`src/include/axi_defines.svh`:
```
`ifndef AXI_DEFINES_SVH
`define AXI_DEFINES_SVH

// Bus field widths
`define AXI_ADDR_BITS 32
`define AXI_DATA_BITS 32
`define AXI_LEN_BITS 4
`define AXI_SIZE_BITS 3
`define AXI_BURST_BITS 2
`define AXI_RESP_BITS 2

// Master-side ID, and slave-side ID with the master tag bit on top
`define AXI_ID_BITS 4
`define AXI_IDS_BITS 5

`define AXI_NUM_SLAVES 2

// Upper address field used for region decode
`define AXI_REGION_HI 31
`define AXI_REGION_LO 16

// Boot ROM and instruction memory
`define AXI_REGION_BASE0 16'h0000
`define AXI_REGION_BASE1 16'h0001

`endif

```
`src/rtl/axi_pkg.sv`:
```
`default_nettype none

package axi_pkg;

	// Tag bit carried above the master ID on the slave side
	typedef enum logic {
		MASTER_0 = 1'b0,
		MASTER_1 = 1'b1
	} master_e;

	// Read window of the address arbiter
	typedef enum logic [1:0] {
		AR_OPEN    = 2'd0,
		AR_WAIT_M0 = 2'd1,
		AR_WAIT_M1 = 2'd2
	} ar_state_e;

	// Decode-error slave
	typedef enum logic [1:0] {
		DS_IDLE = 2'd0,
		DS_TURN = 2'd1,
		DS_DATA = 2'd2
	} ds_state_e;

	typedef enum logic [1:0] {
		RESP_OKAY   = 2'b00,
		RESP_EXOKAY = 2'b01,
		RESP_SLVERR = 2'b10,
		RESP_DECERR = 2'b11
	} resp_e;

endpackage

`default_nettype wire

```
`src/rtl/ar_arbiter.sv`:
```
`timescale 1ns/1ps
`default_nettype none

`include "axi_defines.svh"

module ar_arbiter import axi_pkg::*; (
	input  wire                         ACLK,
	input  wire                         ARESETn,

	input  wire  [`AXI_ID_BITS-1:0]     m0_arid,
	input  wire  [`AXI_ADDR_BITS-1:0]   m0_araddr,
	input  wire  [`AXI_LEN_BITS-1:0]    m0_arlen,
	input  wire  [`AXI_SIZE_BITS-1:0]   m0_arsize,
	input  wire  [`AXI_BURST_BITS-1:0]  m0_arburst,
	input  wire                         m0_arvalid,
	output logic                        m0_arready,

	input  wire  [`AXI_ID_BITS-1:0]     m1_arid,
	input  wire  [`AXI_ADDR_BITS-1:0]   m1_araddr,
	input  wire  [`AXI_LEN_BITS-1:0]    m1_arlen,
	input  wire  [`AXI_SIZE_BITS-1:0]   m1_arsize,
	input  wire  [`AXI_BURST_BITS-1:0]  m1_arburst,
	input  wire                         m1_arvalid,
	output logic                        m1_arready,

	output logic [`AXI_IDS_BITS-1:0]    ar_id,
	output logic [`AXI_ADDR_BITS-1:0]   ar_addr,
	output logic [`AXI_LEN_BITS-1:0]    ar_len,
	output logic [`AXI_SIZE_BITS-1:0]   ar_size,
	output logic [`AXI_BURST_BITS-1:0]  ar_burst,
	output logic                        ar_valid,
	input  wire                         ar_ready,

	input  wire                         m0_rvalid,
	input  wire                         m0_rready,
	input  wire                         m0_rlast,
	input  wire                         m1_rvalid,
	input  wire                         m1_rready,
	input  wire                         m1_rlast
);

	master_e   prio;
	master_e   sel;
	ar_state_e state;
	ar_state_e state_nxt;
	logic      req_valid;
	logic      ar_fire;
	logic      last_m0;
	logic      last_m1;

	//////////////////////////////////////////////////////////////////////
	// Grant and request mux
	//////////////////////////////////////////////////////////////////////

	always_comb begin
		if (m0_arvalid && m1_arvalid)
			sel = prio;
		else if (m1_arvalid)
			sel = MASTER_1;
		else
			sel = MASTER_0;
	end

	always_comb begin
		if (sel == MASTER_1) begin
			ar_id     = {sel, m1_arid};
			ar_addr   = m1_araddr;
			ar_len    = m1_arlen;
			ar_size   = m1_arsize;
			ar_burst  = m1_arburst;
			req_valid = m1_arvalid;
		end else begin
			ar_id     = {sel, m0_arid};
			ar_addr   = m0_araddr;
			ar_len    = m0_arlen;
			ar_size   = m0_arsize;
			ar_burst  = m0_arburst;
			req_valid = m0_arvalid;
		end
	end

	assign ar_valid   = req_valid && (state == AR_OPEN);
	assign ar_fire    = ar_valid && ar_ready;
	assign m0_arready = ar_fire && (sel == MASTER_0);
	assign m1_arready = ar_fire && (sel == MASTER_1);

	// Loser of a tie goes first next time
	always_ff @(posedge ACLK) begin
		if (!ARESETn)
			prio <= MASTER_0;
		else if (ar_fire)
			prio <= (sel == MASTER_0) ? MASTER_1 : MASTER_0;
	end

	//////////////////////////////////////////////////////////////////////
	// Read window, one burst in flight
	//////////////////////////////////////////////////////////////////////

	assign last_m0 = m0_rvalid && m0_rready && m0_rlast;
	assign last_m1 = m1_rvalid && m1_rready && m1_rlast;

	always_comb begin
		state_nxt = state;
		case (state)
			AR_OPEN: begin
				if (ar_fire)
					state_nxt = (sel == MASTER_0) ? AR_WAIT_M0 : AR_WAIT_M1;
			end
			AR_WAIT_M0: begin
				if (last_m0)
					state_nxt = AR_OPEN;
			end
			AR_WAIT_M1: begin
				if (last_m1)
					state_nxt = AR_OPEN;
			end
			default: state_nxt = AR_OPEN;
		endcase
	end

	always_ff @(posedge ACLK) begin
		if (!ARESETn)
			state <= AR_OPEN;
		else
			state <= state_nxt;
	end

endmodule

`default_nettype wire

```
`src/rtl/slave_port.sv`:
```
`timescale 1ns/1ps
`default_nettype none

`include "axi_defines.svh"

module slave_port #(
	parameter int SLAVE_INDEX = 0
) (
	input  wire                         ACLK,
	input  wire                         ARESETn,

	input  wire  [`AXI_IDS_BITS-1:0]    ar_id,
	input  wire  [`AXI_ADDR_BITS-1:0]   ar_addr,
	input  wire  [`AXI_LEN_BITS-1:0]    ar_len,
	input  wire  [`AXI_SIZE_BITS-1:0]   ar_size,
	input  wire  [`AXI_BURST_BITS-1:0]  ar_burst,
	input  wire                         ar_valid,
	output logic                        hit,
	output logic                        port_arready,

	output logic [`AXI_IDS_BITS-1:0]    s_arid,
	output logic [`AXI_ADDR_BITS-1:0]   s_araddr,
	output logic [`AXI_LEN_BITS-1:0]    s_arlen,
	output logic [`AXI_SIZE_BITS-1:0]   s_arsize,
	output logic [`AXI_BURST_BITS-1:0]  s_arburst,
	output logic                        s_arvalid,
	input  wire                         s_arready,

	input  wire                         s_rvalid,
	input  wire                         s_rlast,
	output logic                        own_rvalid,
	input  wire                         s_rready,
	output logic                        owns
);

	localparam logic [`AXI_REGION_HI-`AXI_REGION_LO:0] REGION_BASE =
		(SLAVE_INDEX == 0) ? `AXI_REGION_BASE0 : `AXI_REGION_BASE1;

	// Region decode
	assign hit = (ar_addr[`AXI_REGION_HI:`AXI_REGION_LO] == REGION_BASE);

	assign s_arid       = ar_id;
	assign s_araddr     = ar_addr;
	assign s_arlen      = ar_len;
	assign s_arsize     = ar_size;
	assign s_arburst    = ar_burst;
	assign s_arvalid    = ar_valid && hit;
	assign port_arready = s_arvalid && s_arready;

	// Burst ownership, address handshake to last beat
	always_ff @(posedge ACLK) begin
		if (!ARESETn)
			owns <= 1'b0;
		else if (port_arready)
			owns <= 1'b1;
		else if (own_rvalid && s_rready && s_rlast)
			owns <= 1'b0;
	end

	// Stray beats from a slave we do not own never reach the mux
	assign own_rvalid = owns && s_rvalid;

endmodule

`default_nettype wire

```
`src/rtl/decode_slave.sv`:
```
`timescale 1ns/1ps
`default_nettype none

`include "axi_defines.svh"

module decode_slave import axi_pkg::*; (
	input  wire                        ACLK,
	input  wire                        ARESETn,

	input  wire  [`AXI_IDS_BITS-1:0]   ds_arid,
	input  wire  [`AXI_LEN_BITS-1:0]   ds_arlen,
	input  wire                        ds_arvalid,
	output logic                       ds_arready,

	output logic [`AXI_IDS_BITS-1:0]   ds_rid,
	output logic                       ds_rlast,
	output logic                       ds_rvalid,
	input  wire                        ds_rready
);

	ds_state_e                  state;
	logic [`AXI_IDS_BITS-1:0]   rid_q;
	logic [`AXI_LEN_BITS-1:0]   beats_left;

	assign ds_arready = (state == DS_IDLE) && ds_arvalid;
	assign ds_rvalid  = (state == DS_DATA);
	assign ds_rlast   = ds_rvalid && (beats_left == '0);
	assign ds_rid     = rid_q;

	//////////////////////////////////////////////////////////////////////
	// Accept, one turnaround cycle, then len+1 error beats
	//////////////////////////////////////////////////////////////////////

	always_ff @(posedge ACLK) begin
		if (!ARESETn) begin
			state <= DS_IDLE;
		end else begin
			case (state)
				DS_IDLE: begin
					if (ds_arvalid)
						state <= DS_TURN;
				end
				DS_TURN: state <= DS_DATA;
				DS_DATA: begin
					if (ds_rready && ds_rlast)
						state <= DS_IDLE;
				end
				default: state <= DS_IDLE;
			endcase
		end
	end

	// Beat counter counts down to zero, zero means last
	always_ff @(posedge ACLK) begin
		if (ds_arready) begin
			rid_q      <= ds_arid;
			beats_left <= ds_arlen;
		end else if (ds_rvalid && ds_rready && !ds_rlast) begin
			beats_left <= beats_left - 1'b1;
		end
	end

endmodule

`default_nettype wire

```
`src/rtl/r_return_mux.sv`:
```
`timescale 1ns/1ps
`default_nettype none

`include "axi_defines.svh"

module r_return_mux import axi_pkg::*; (
	input  wire  [`AXI_NUM_SLAVES-1:0]  owns,
	input  wire  [`AXI_NUM_SLAVES-1:0]  own_rvalid,
	input  wire  [`AXI_IDS_BITS-1:0]    s_rid   [0:`AXI_NUM_SLAVES-1],
	input  wire  [`AXI_DATA_BITS-1:0]   s_rdata [0:`AXI_NUM_SLAVES-1],
	input  wire  [`AXI_RESP_BITS-1:0]   s_rresp [0:`AXI_NUM_SLAVES-1],
	input  wire  [`AXI_NUM_SLAVES-1:0]  s_rlast,

	input  wire  [`AXI_IDS_BITS-1:0]    ds_rid,
	input  wire                         ds_rlast,
	input  wire                         ds_rvalid,

	output logic [`AXI_NUM_SLAVES-1:0]  src_rready,
	output logic                        ds_rready,

	output logic [`AXI_ID_BITS-1:0]     m0_rid,
	output logic [`AXI_DATA_BITS-1:0]   m0_rdata,
	output logic [`AXI_RESP_BITS-1:0]   m0_rresp,
	output logic                        m0_rlast,
	output logic                        m0_rvalid,
	input  wire                         m0_rready,

	output logic [`AXI_ID_BITS-1:0]     m1_rid,
	output logic [`AXI_DATA_BITS-1:0]   m1_rdata,
	output logic [`AXI_RESP_BITS-1:0]   m1_rresp,
	output logic                        m1_rlast,
	output logic                        m1_rvalid,
	input  wire                         m1_rready
);

	logic [`AXI_IDS_BITS-1:0]   sel_id;
	logic [`AXI_DATA_BITS-1:0]  sel_data;
	resp_e                      sel_resp;
	logic                       sel_last;
	logic                       sel_valid;
	logic                       sel_ready;
	master_e                    tag;

	//////////////////////////////////////////////////////////////////////
	// Source select, decode slave when no port owns the burst
	//////////////////////////////////////////////////////////////////////

	always_comb begin
		sel_id    = ds_rid;
		sel_data  = '0;
		sel_resp  = RESP_DECERR;
		sel_last  = ds_rlast;
		sel_valid = ds_rvalid;
		for (int i = 0; i < `AXI_NUM_SLAVES; i++) begin
			if (owns[i]) begin
				sel_id    = s_rid[i];
				sel_data  = s_rdata[i];
				sel_resp  = resp_e'(s_rresp[i]);
				sel_last  = s_rlast[i];
				sel_valid = own_rvalid[i];
			end
		end
	end

	//////////////////////////////////////////////////////////////////////
	// Steer by tag bit
	//////////////////////////////////////////////////////////////////////

	assign tag = master_e'(sel_id[`AXI_IDS_BITS-1]);

	assign m0_rid    = sel_id[`AXI_ID_BITS-1:0];
	assign m0_rdata  = sel_data;
	assign m0_rresp  = sel_resp;
	assign m0_rlast  = sel_last;
	assign m0_rvalid = sel_valid && (tag == MASTER_0);

	assign m1_rid    = sel_id[`AXI_ID_BITS-1:0];
	assign m1_rdata  = sel_data;
	assign m1_rresp  = sel_resp;
	assign m1_rlast  = sel_last;
	assign m1_rvalid = sel_valid && (tag == MASTER_1);

	// Ready of the addressed master back to the selected source only
	assign sel_ready  = sel_valid && ((tag == MASTER_0) ? m0_rready : m1_rready);
	assign src_rready = owns & {`AXI_NUM_SLAVES{sel_ready}};
	assign ds_rready  = ~(|owns) && sel_ready;

endmodule

`default_nettype wire

```
`src/rtl/axi_read_xbar.sv`:
```
`timescale 1ns/1ps
`default_nettype none

`include "axi_defines.svh"

module axi_read_xbar (
	input  wire                         ACLK,
	input  wire                         ARESETn,

	input  wire  [`AXI_ID_BITS-1:0]     m0_arid,
	input  wire  [`AXI_ADDR_BITS-1:0]   m0_araddr,
	input  wire  [`AXI_LEN_BITS-1:0]    m0_arlen,
	input  wire  [`AXI_SIZE_BITS-1:0]   m0_arsize,
	input  wire  [`AXI_BURST_BITS-1:0]  m0_arburst,
	input  wire                         m0_arvalid,
	output logic                        m0_arready,
	output logic [`AXI_ID_BITS-1:0]     m0_rid,
	output logic [`AXI_DATA_BITS-1:0]   m0_rdata,
	output logic [`AXI_RESP_BITS-1:0]   m0_rresp,
	output logic                        m0_rlast,
	output logic                        m0_rvalid,
	input  wire                         m0_rready,

	input  wire  [`AXI_ID_BITS-1:0]     m1_arid,
	input  wire  [`AXI_ADDR_BITS-1:0]   m1_araddr,
	input  wire  [`AXI_LEN_BITS-1:0]    m1_arlen,
	input  wire  [`AXI_SIZE_BITS-1:0]   m1_arsize,
	input  wire  [`AXI_BURST_BITS-1:0]  m1_arburst,
	input  wire                         m1_arvalid,
	output logic                        m1_arready,
	output logic [`AXI_ID_BITS-1:0]     m1_rid,
	output logic [`AXI_DATA_BITS-1:0]   m1_rdata,
	output logic [`AXI_RESP_BITS-1:0]   m1_rresp,
	output logic                        m1_rlast,
	output logic                        m1_rvalid,
	input  wire                         m1_rready,

	output logic [`AXI_IDS_BITS-1:0]    s_arid    [0:`AXI_NUM_SLAVES-1],
	output logic [`AXI_ADDR_BITS-1:0]   s_araddr  [0:`AXI_NUM_SLAVES-1],
	output logic [`AXI_LEN_BITS-1:0]    s_arlen   [0:`AXI_NUM_SLAVES-1],
	output logic [`AXI_SIZE_BITS-1:0]   s_arsize  [0:`AXI_NUM_SLAVES-1],
	output logic [`AXI_BURST_BITS-1:0]  s_arburst [0:`AXI_NUM_SLAVES-1],
	output logic [`AXI_NUM_SLAVES-1:0]  s_arvalid,
	input  wire  [`AXI_NUM_SLAVES-1:0]  s_arready,
	input  wire  [`AXI_IDS_BITS-1:0]    s_rid     [0:`AXI_NUM_SLAVES-1],
	input  wire  [`AXI_DATA_BITS-1:0]   s_rdata   [0:`AXI_NUM_SLAVES-1],
	input  wire  [`AXI_RESP_BITS-1:0]   s_rresp   [0:`AXI_NUM_SLAVES-1],
	input  wire  [`AXI_NUM_SLAVES-1:0]  s_rlast,
	input  wire  [`AXI_NUM_SLAVES-1:0]  s_rvalid,
	output logic [`AXI_NUM_SLAVES-1:0]  s_rready
);

	wire [`AXI_IDS_BITS-1:0]    ar_id;
	wire [`AXI_ADDR_BITS-1:0]   ar_addr;
	wire [`AXI_LEN_BITS-1:0]    ar_len;
	wire [`AXI_SIZE_BITS-1:0]   ar_size;
	wire [`AXI_BURST_BITS-1:0]  ar_burst;
	wire                        ar_valid;
	wire                        ar_ready;
	wire [`AXI_NUM_SLAVES-1:0]  hit;
	wire [`AXI_NUM_SLAVES-1:0]  port_arready;
	wire [`AXI_NUM_SLAVES-1:0]  own_rvalid;
	wire [`AXI_NUM_SLAVES-1:0]  owns;
	wire                        ds_arvalid;
	wire                        ds_arready;
	wire [`AXI_IDS_BITS-1:0]    ds_rid;
	wire                        ds_rlast;
	wire                        ds_rvalid;
	wire                        ds_rready;

	ar_arbiter ar_arbiter_inst (
		.ACLK       (ACLK),
		.ARESETn    (ARESETn),
		.m0_arid    (m0_arid),
		.m0_araddr  (m0_araddr),
		.m0_arlen   (m0_arlen),
		.m0_arsize  (m0_arsize),
		.m0_arburst (m0_arburst),
		.m0_arvalid (m0_arvalid),
		.m0_arready (m0_arready),
		.m1_arid    (m1_arid),
		.m1_araddr  (m1_araddr),
		.m1_arlen   (m1_arlen),
		.m1_arsize  (m1_arsize),
		.m1_arburst (m1_arburst),
		.m1_arvalid (m1_arvalid),
		.m1_arready (m1_arready),
		.ar_id      (ar_id),
		.ar_addr    (ar_addr),
		.ar_len     (ar_len),
		.ar_size    (ar_size),
		.ar_burst   (ar_burst),
		.ar_valid   (ar_valid),
		.ar_ready   (ar_ready),
		.m0_rvalid  (m0_rvalid),
		.m0_rready  (m0_rready),
		.m0_rlast   (m0_rlast),
		.m1_rvalid  (m1_rvalid),
		.m1_rready  (m1_rready),
		.m1_rlast   (m1_rlast)
	);

	//////////////////////////////////////////////////////////////////////
	// One port per mapped region
	//////////////////////////////////////////////////////////////////////

	for (genvar i = 0; i < `AXI_NUM_SLAVES; i++) begin : g_port
		slave_port #(
			.SLAVE_INDEX (i)
		) slave_port_inst (
			.ACLK         (ACLK),
			.ARESETn      (ARESETn),
			.ar_id        (ar_id),
			.ar_addr      (ar_addr),
			.ar_len       (ar_len),
			.ar_size      (ar_size),
			.ar_burst     (ar_burst),
			.ar_valid     (ar_valid),
			.hit          (hit[i]),
			.port_arready (port_arready[i]),
			.s_arid       (s_arid[i]),
			.s_araddr     (s_araddr[i]),
			.s_arlen      (s_arlen[i]),
			.s_arsize     (s_arsize[i]),
			.s_arburst    (s_arburst[i]),
			.s_arvalid    (s_arvalid[i]),
			.s_arready    (s_arready[i]),
			.s_rvalid     (s_rvalid[i]),
			.s_rlast      (s_rlast[i]),
			.own_rvalid   (own_rvalid[i]),
			.s_rready     (s_rready[i]),
			.owns         (owns[i])
		);
	end

	// Unmapped addresses fall through to the decode slave
	assign ds_arvalid = ar_valid && !(|hit);
	assign ar_ready   = (|port_arready) || ds_arready;

	decode_slave decode_slave_inst (
		.ACLK       (ACLK),
		.ARESETn    (ARESETn),
		.ds_arid    (ar_id),
		.ds_arlen   (ar_len),
		.ds_arvalid (ds_arvalid),
		.ds_arready (ds_arready),
		.ds_rid     (ds_rid),
		.ds_rlast   (ds_rlast),
		.ds_rvalid  (ds_rvalid),
		.ds_rready  (ds_rready)
	);

	r_return_mux r_return_mux_inst (
		.owns       (owns),
		.own_rvalid (own_rvalid),
		.s_rid      (s_rid),
		.s_rdata    (s_rdata),
		.s_rresp    (s_rresp),
		.s_rlast    (s_rlast),
		.ds_rid     (ds_rid),
		.ds_rlast   (ds_rlast),
		.ds_rvalid  (ds_rvalid),
		.src_rready (s_rready),
		.ds_rready  (ds_rready),
		.m0_rid     (m0_rid),
		.m0_rdata   (m0_rdata),
		.m0_rresp   (m0_rresp),
		.m0_rlast   (m0_rlast),
		.m0_rvalid  (m0_rvalid),
		.m0_rready  (m0_rready),
		.m1_rid     (m1_rid),
		.m1_rdata   (m1_rdata),
		.m1_rresp   (m1_rresp),
		.m1_rlast   (m1_rlast),
		.m1_rvalid  (m1_rvalid),
		.m1_rready  (m1_rready)
	);

endmodule

`default_nettype wire

```
`config.mk`:
```
export PLATFORM = sky130hd
export DESIGN_NAME = axi_read_xbar
export DESIGN_NICKNAME = d
export VERILOG_FILES = /design/src/rtl/axi_pkg.sv /design/src/rtl/ar_arbiter.sv /design/src/rtl/slave_port.sv /design/src/rtl/decode_slave.sv /design/src/rtl/r_return_mux.sv /design/src/rtl/axi_read_xbar.sv
export VERILOG_INCLUDE_DIRS = /design/src /design/src/include
export SDC_FILE = /design/constraint.sdc
export NUM_CORES = 1
export LEC_CHECK = 0
export BUFFER_PORTS_ARGS = -buffer_cell sky130_fd_sc_hd__clkbuf_2
export CORE_AREA = 3 3 139 141
export CTS_CLUSTER_SIZE = 24
export DETAILED_ROUTE_END_ITERATION = 10
export DIE_AREA = 0 0 142 144
export GPL_TIMING_DRIVEN = 1
export SYNTH_ARGS = -nofsm -noshare
export SYNTH_HDL_FRONTEND = slang
export SYNTH_SLANG_ARGS = --single-unit
export TNS_END_PERCENT = 5
```
`constraint.sdc`:
```
create_clock -name ACLK -period 2.1 [get_ports ACLK]
set_input_delay 0.21 -clock ACLK [delete_from_list [all_inputs] [get_ports ACLK]]
set_output_delay 0.21 -clock ACLK [all_outputs]
set_load 0.01 [all_outputs]
```
**Word level (Yosys, flattened, before mapping)**

Index checks and enable logic that the tools add are counted.

- Flip-flop bits (word level): 16
- Input bits: 180
- Word-level logic and storage cells: 100

- Add/sub/neg operators: 1
- Equality and inequality tests: 10
- Multiplexer cells: 34
- Bitwise logic cells: 4
- Reductions and logical operators: 44

Operator list:

| operator | number |
|---|---|
| 32-bit 2-to-1 mux | 3 |
| 1-bit logical AND | 29 |
| 2-bit 2-to-1 mux | 9 |
| 16-bit by 1-bit == test with 1-bit output (second input constant) | 1 |
| 16-bit logical NOT | 1 |
| 5-bit 2-to-1 mux | 3 |
| 1-bit 2-to-1 mux | 13 |
| 4-bit 2-to-1 mux | 3 |
| 2-bit one-hot mux with 3 select lines | 2 |
| 2-bit by 1-bit != test with 1-bit output (second input constant) | 4 |
| 2-bit nonzero test | 3 |
| 2-bit OR reduction | 3 |
| 2-bit by 1-bit == test with 1-bit output (second input constant) | 2 |
| 2-bit == test (second input constant) | 2 |
| 2-bit logical NOT | 2 |
| 4-bit logical NOT | 1 |
| 4-bit by 1-bit subtractor with 4-bit output (second input constant) | 1 |
| 3-bit 2-to-1 mux | 1 |
| 1-bit NOT | 3 |
| 3-bit AND reduction | 1 |
| 2-bit bitwise AND | 1 |
| 1-bit logical NOT | 2 |
| 2-bit != test (second input constant) | 1 |
| 2-bit AND reduction | 1 |
| 1-bit logical OR | 1 |

**Depth between registers and ports, before layout**

- Depth in word-level cells: 12
- Depth in mapped cells: 8

**By module**

A second synthesis with hierarchy kept.

- Cell total of the unflattened synthesis: 358
- Area total of the unflattened synthesis: 3,230.6 µm²

Modules (own cells, without submodules):

| module | times used | cells each | area an instance (µm²) | seq. area each (µm²) |
|---|---|---|---|---|
| r_return_mux | 1 | 125 | 925.9 | 0.0 |
| ar_arbiter | 1 | 74 | 843.3 | 60.1 |
| decode_slave | 1 | 33 | 515.5 | 310.3 |
| slave_port (g_port[1].slave_port_inst) | 1 | 62 | 484.2 | 20.0 |
| slave_port (g_port[0].slave_port_inst) | 1 | 62 | 447.9 | 20.0 |
| axi_read_xbar | 1 | 2 | 13.8 | 0.0 |

**Worst setup path after synthesis**

No wires, ideal clock.

- Path kind: flip-flop to output port
- Start: reg ar_arbiter_inst.prio
- End: out s_araddr[53] (netlist bit)
- Data arrival time: 1.544 ns
- Slack: 0.346 ns
- Stages on the path, launching flop included: 7
- Buffers on the path: 3
- Cells stage by stage: dfxtp_1 nand2b_4 nand2_1 buf_2 buf_2 mux2_1 buf_4

RTL lines:

| element | line | text |
|---|---|---|
| from (decl) | ar_arbiter.sv:42 | `master_e prio;` |
| from (signal assigned) | ar_arbiter.sv:92 | `prio <= (sel == MASTER_0) ? MASTER_1 : MASTER_0;` |
| to (decl) | axi_read_xbar.sv:39 | `` output logic [`AXI_ADDR_BITS-1:0] s_araddr [0:`AXI_NUM_SLAVES-1], `` |

**Worst setup path in the final report**

- Start: reg decode_slave_inst.beats_left[0]
- End: out m0_rlast

- Longest elaborated chain between the ends: 4

Ends and longest elaborated chain:

| element | line | text |
|---|---|---|
| from (decl) | decode_slave.sv:23 | `` logic [`AXI_LEN_BITS-1:0] beats_left; `` |
| from (signal assigned) | decode_slave.sv:57 | `beats_left <= ds_arlen;` |
| from (signal assigned) | decode_slave.sv:59 | `beats_left <= beats_left - 1'b1;` |
| 4-bit logical NOT | decode_slave.sv:27 | `assign ds_rlast = ds_rvalid && (beats_left == '0);` |
| 1-bit logical AND | decode_slave.sv:27 |  |
| 1-bit 2-to-1 mux (2 in series) | r_return_mux.sv:55 | `if (owns[i]) begin` |
| to (decl) | axi_read_xbar.sv:20 | `output logic m0_rlast,` |

No other way between the ends.

==> reports/summary.txt <==
Synth cell types: 52
DRT Pass-1 Iters: 4
Hold Crit Class: input pin to register
Max Buffers Root-to-Sink: 2
Clock Pin Slew Worst Setup and Hold Paths: 0.05 ns
row count: 49
EDFF count, synth: 9
first-pass GRT wire length: 17800 µm
slowest stage delay, CP: 0.39 ns
Psw: 0.883 mW
yosys warns: 0
Initial Util: 14.9%
Final Core Density: 23.5%
# setup viols final: 0
relative slew slack: 72.3%
vias: 3561
asr flop ratio synth: 0%
CTS tree: built
Iteration-0 DRC Markers: 69
Final Skew: 0.000871 ns
count leader, synth: nand2_1
Most used DFF post-synth: edfxtp_1
initial antenna violation count: 1
core area: 18100 µm²
Sw Ratio: 40.4%
status: completed
overflow left after global routing: 0
CP max stage cell: or3b_4
Area Growth Syn to Fin: 58.0%
H-tree Lvls: 1
Post-CTS Setup Bufs: 0
DRC: 0
GPL Wtd Cong: 0.779
crit path DAT: 1.78 ns
Final #Nets: 811
Final Routed Wirelength: 13400 µm
Clk pwr share: 19.4%
minimum clock period: 1.99 ns
most frequent cells after synthesis: 100 x nand2_1, 90 x buf_4, 32 x a22o_1
CP Capture Type: output pin
endpoints failing hold: 0
Die Ht: 144 µm
Power Dens Cells: 515 nW/µm²
I/O Buffers: 357
RSZ-0062 raised after global routing: false
crit-path cells: inv_1 > ha_1 > or3b_4 > o21ai_1 > o21ai_2 > inv_2 > clkbuf_2
Fill cells: 2010
cell area after synthesis: 2690 µm²
Max Cap Viol: 0
Avg WL per Cell: 15.6 µm
Power Internal: 1.30 mW
synthesized area per cell: 7.35 µm²
largest net degree at the start of global routing: 47
CTS root buf: clkbuf_16
die area: 20400 µm²
crit-path leading delay family: simple AND/OR/NAND/NOR gates
vias in the first global route: 3222
clock sinks: 16
Yosys reg bits: 16
area leader, netlist: buf_4
leakage: 2.45 nW
crit path kind: register to output pin
Sum Neg Setup Slack: 0 ns
worst path required time: 1.89 ns
syn nets: 548
Area contributors post-synth: buf_4 25%, nand2_1 14%, a22o_1 10%, edfxtp_1 10%, dfxtp_1 5.2%
final slew viol count: 0
share of cells above drive strength 1: 63.5%
chip width: 142 µm
Hold Slack: 0.222 ns
fmax: 503 MHz
Crit Path Max Fanout: 3
cts bufs inserted: 3
total track usage: 11.5%
Post-DP HPWL: 12200 µm
I/O pins: 358
Comb pwr share: 57.4%
peak supply drop: 0.184 mV
Skew-Pair Late Insertion Delay: 0.25 ns
critical path launch point type: register
Reg power frac: 23.2%
post-synthesis sequential area ratio: 15.3%
CP bufs+invs: 3
part of the cycle the worst path needs: 94.7%
vias per cell: 4.15
Antenna Nets Post-Route: 0
Yosys top cell area share: 25.1%
Mapped Cells: 366
Least-Margin Pin Slew: 0.412 ns
power by group through the flow:
stage	sequential [mW]	clock, mW	combinational (mW)
after floorplan	0.497	0	0.807
after global placement	0.511	0	1.26
after detailed placement	0.514	0	1.27
after CTS	0.507	0.440	1.27
after global routing	0.519	0.451	1.40
final	0.507	0.424	1.26
cells in the final DEF (no fill, tap or decap), drive strengths merged, types with 7 or more instances in the layout:
cell type / netlist / routed
mux2i: 7 / 7
nor2: 7 / 7
inv: 9 / 9
clkbuf: 4 / 361
buf: 104 / 9
a22o: 32 / 32
mux2: 19 / 19
dfxtp: 7 / 7
nand2: 100 / 100
edfxtp: 9 / 9
a21oi: 7 / 7
nor3: 7 / 7
o21ai: 9 / 9
nor4: 7 / 7
per-layer routing:
| metal | track usage [%] | vias up | wire length [µm] | share of wire, % |
|---|---|---|---|---|
| met1 | 11.1 | 1604 | 4550 | 34 |
| met3 | 1.32 | 17 | 925 | 6.9 |
| met2 | 23.9 | 231 | 7480 | 56 |
| met4 | 5.05 | 0 | 408 | 3.1 |
| met5 | 0 | - | 0 | 0 |
| li1 | - | 1709 | - | - |
sequential cells by signal (all words and copies together), names as in the netlist:
register and cells:
decode_slave_inst.ds_rid 5, decode_slave_inst.beats_left 4, ar_arbiter_inst.prio 1, g_port.slave_port_inst.owns 2
decode_slave_inst.state 2, ar_arbiter_inst.state 2
repair_timing:
action                                  in CTS  in global routing
hold buffers                                 0                  0
endpoints found under the setup margin       0                  5
resized for setup                            0                  8
per-stage QoR:
step | setup slack, ns | std cells | power, mW | area (µm²)
2_1_floorplan | 0.346 | 366 | 1.30 | 2690
4_1_cts | 0.0270 | 857 | 2.22 | 4220
3_3_place_gp | 0.226 | 853 | 1.77 | 4130
6_report | 0.111 | 858 | 2.19 | 4250
3_5_place_dp | 0.209 | 853 | 1.78 | 4130
5_1_grt | 0.00552 | 858 | 2.37 | 4250
layout make-up:
cell class	instances	area [µm²]	share of cell area (%)
multi-input cells	233	1520	35.8
clock buffers	4	88.8	2.09
well taps	229	287	6.75
inverters	9	33.8	0.795
repair buffers	366	1900	44.8
diodes	1	2.50	0.0589
flip-flops and latches	16	413	9.72
kinds of logic (layout without fill, tap and decap cells):
logic type      after synthesis  count (layout)  share of synthesized area (%)
other cells                   0               1                              0
mux                          26              26                           10.7
buf+inv                     117             379                           29.4
fa+ha+maj                     2               2                          0.931
flops                        16              16                           15.3
compound gates               61              61                           18.2
simple gates                142             142                           24.8
xor+xnor                      2               2                          0.652
final timing paths:
check                                                 start                                    end  slack (ns)  cells past startpoint
setup / recovery  decode_slave_inst.beats_left[0]$_DFFE_PP_                               m0_rlast        0.11                      7
hold / removal                                      ARESETn      ar_arbiter_inst.prio$_SDFFE_PN0N_        0.22                      2
setup reg to reg  decode_slave_inst.beats_left[0]$_DFFE_PP_  ar_arbiter_inst.state[0]$_SDFFE_PN0P_        0.19                      7
hold reg to reg           ar_arbiter_inst.prio$_SDFFE_PN0N_      ar_arbiter_inst.prio$_SDFFE_PN0N_        0.53                      1
Power figures use the tool's default switching activity.
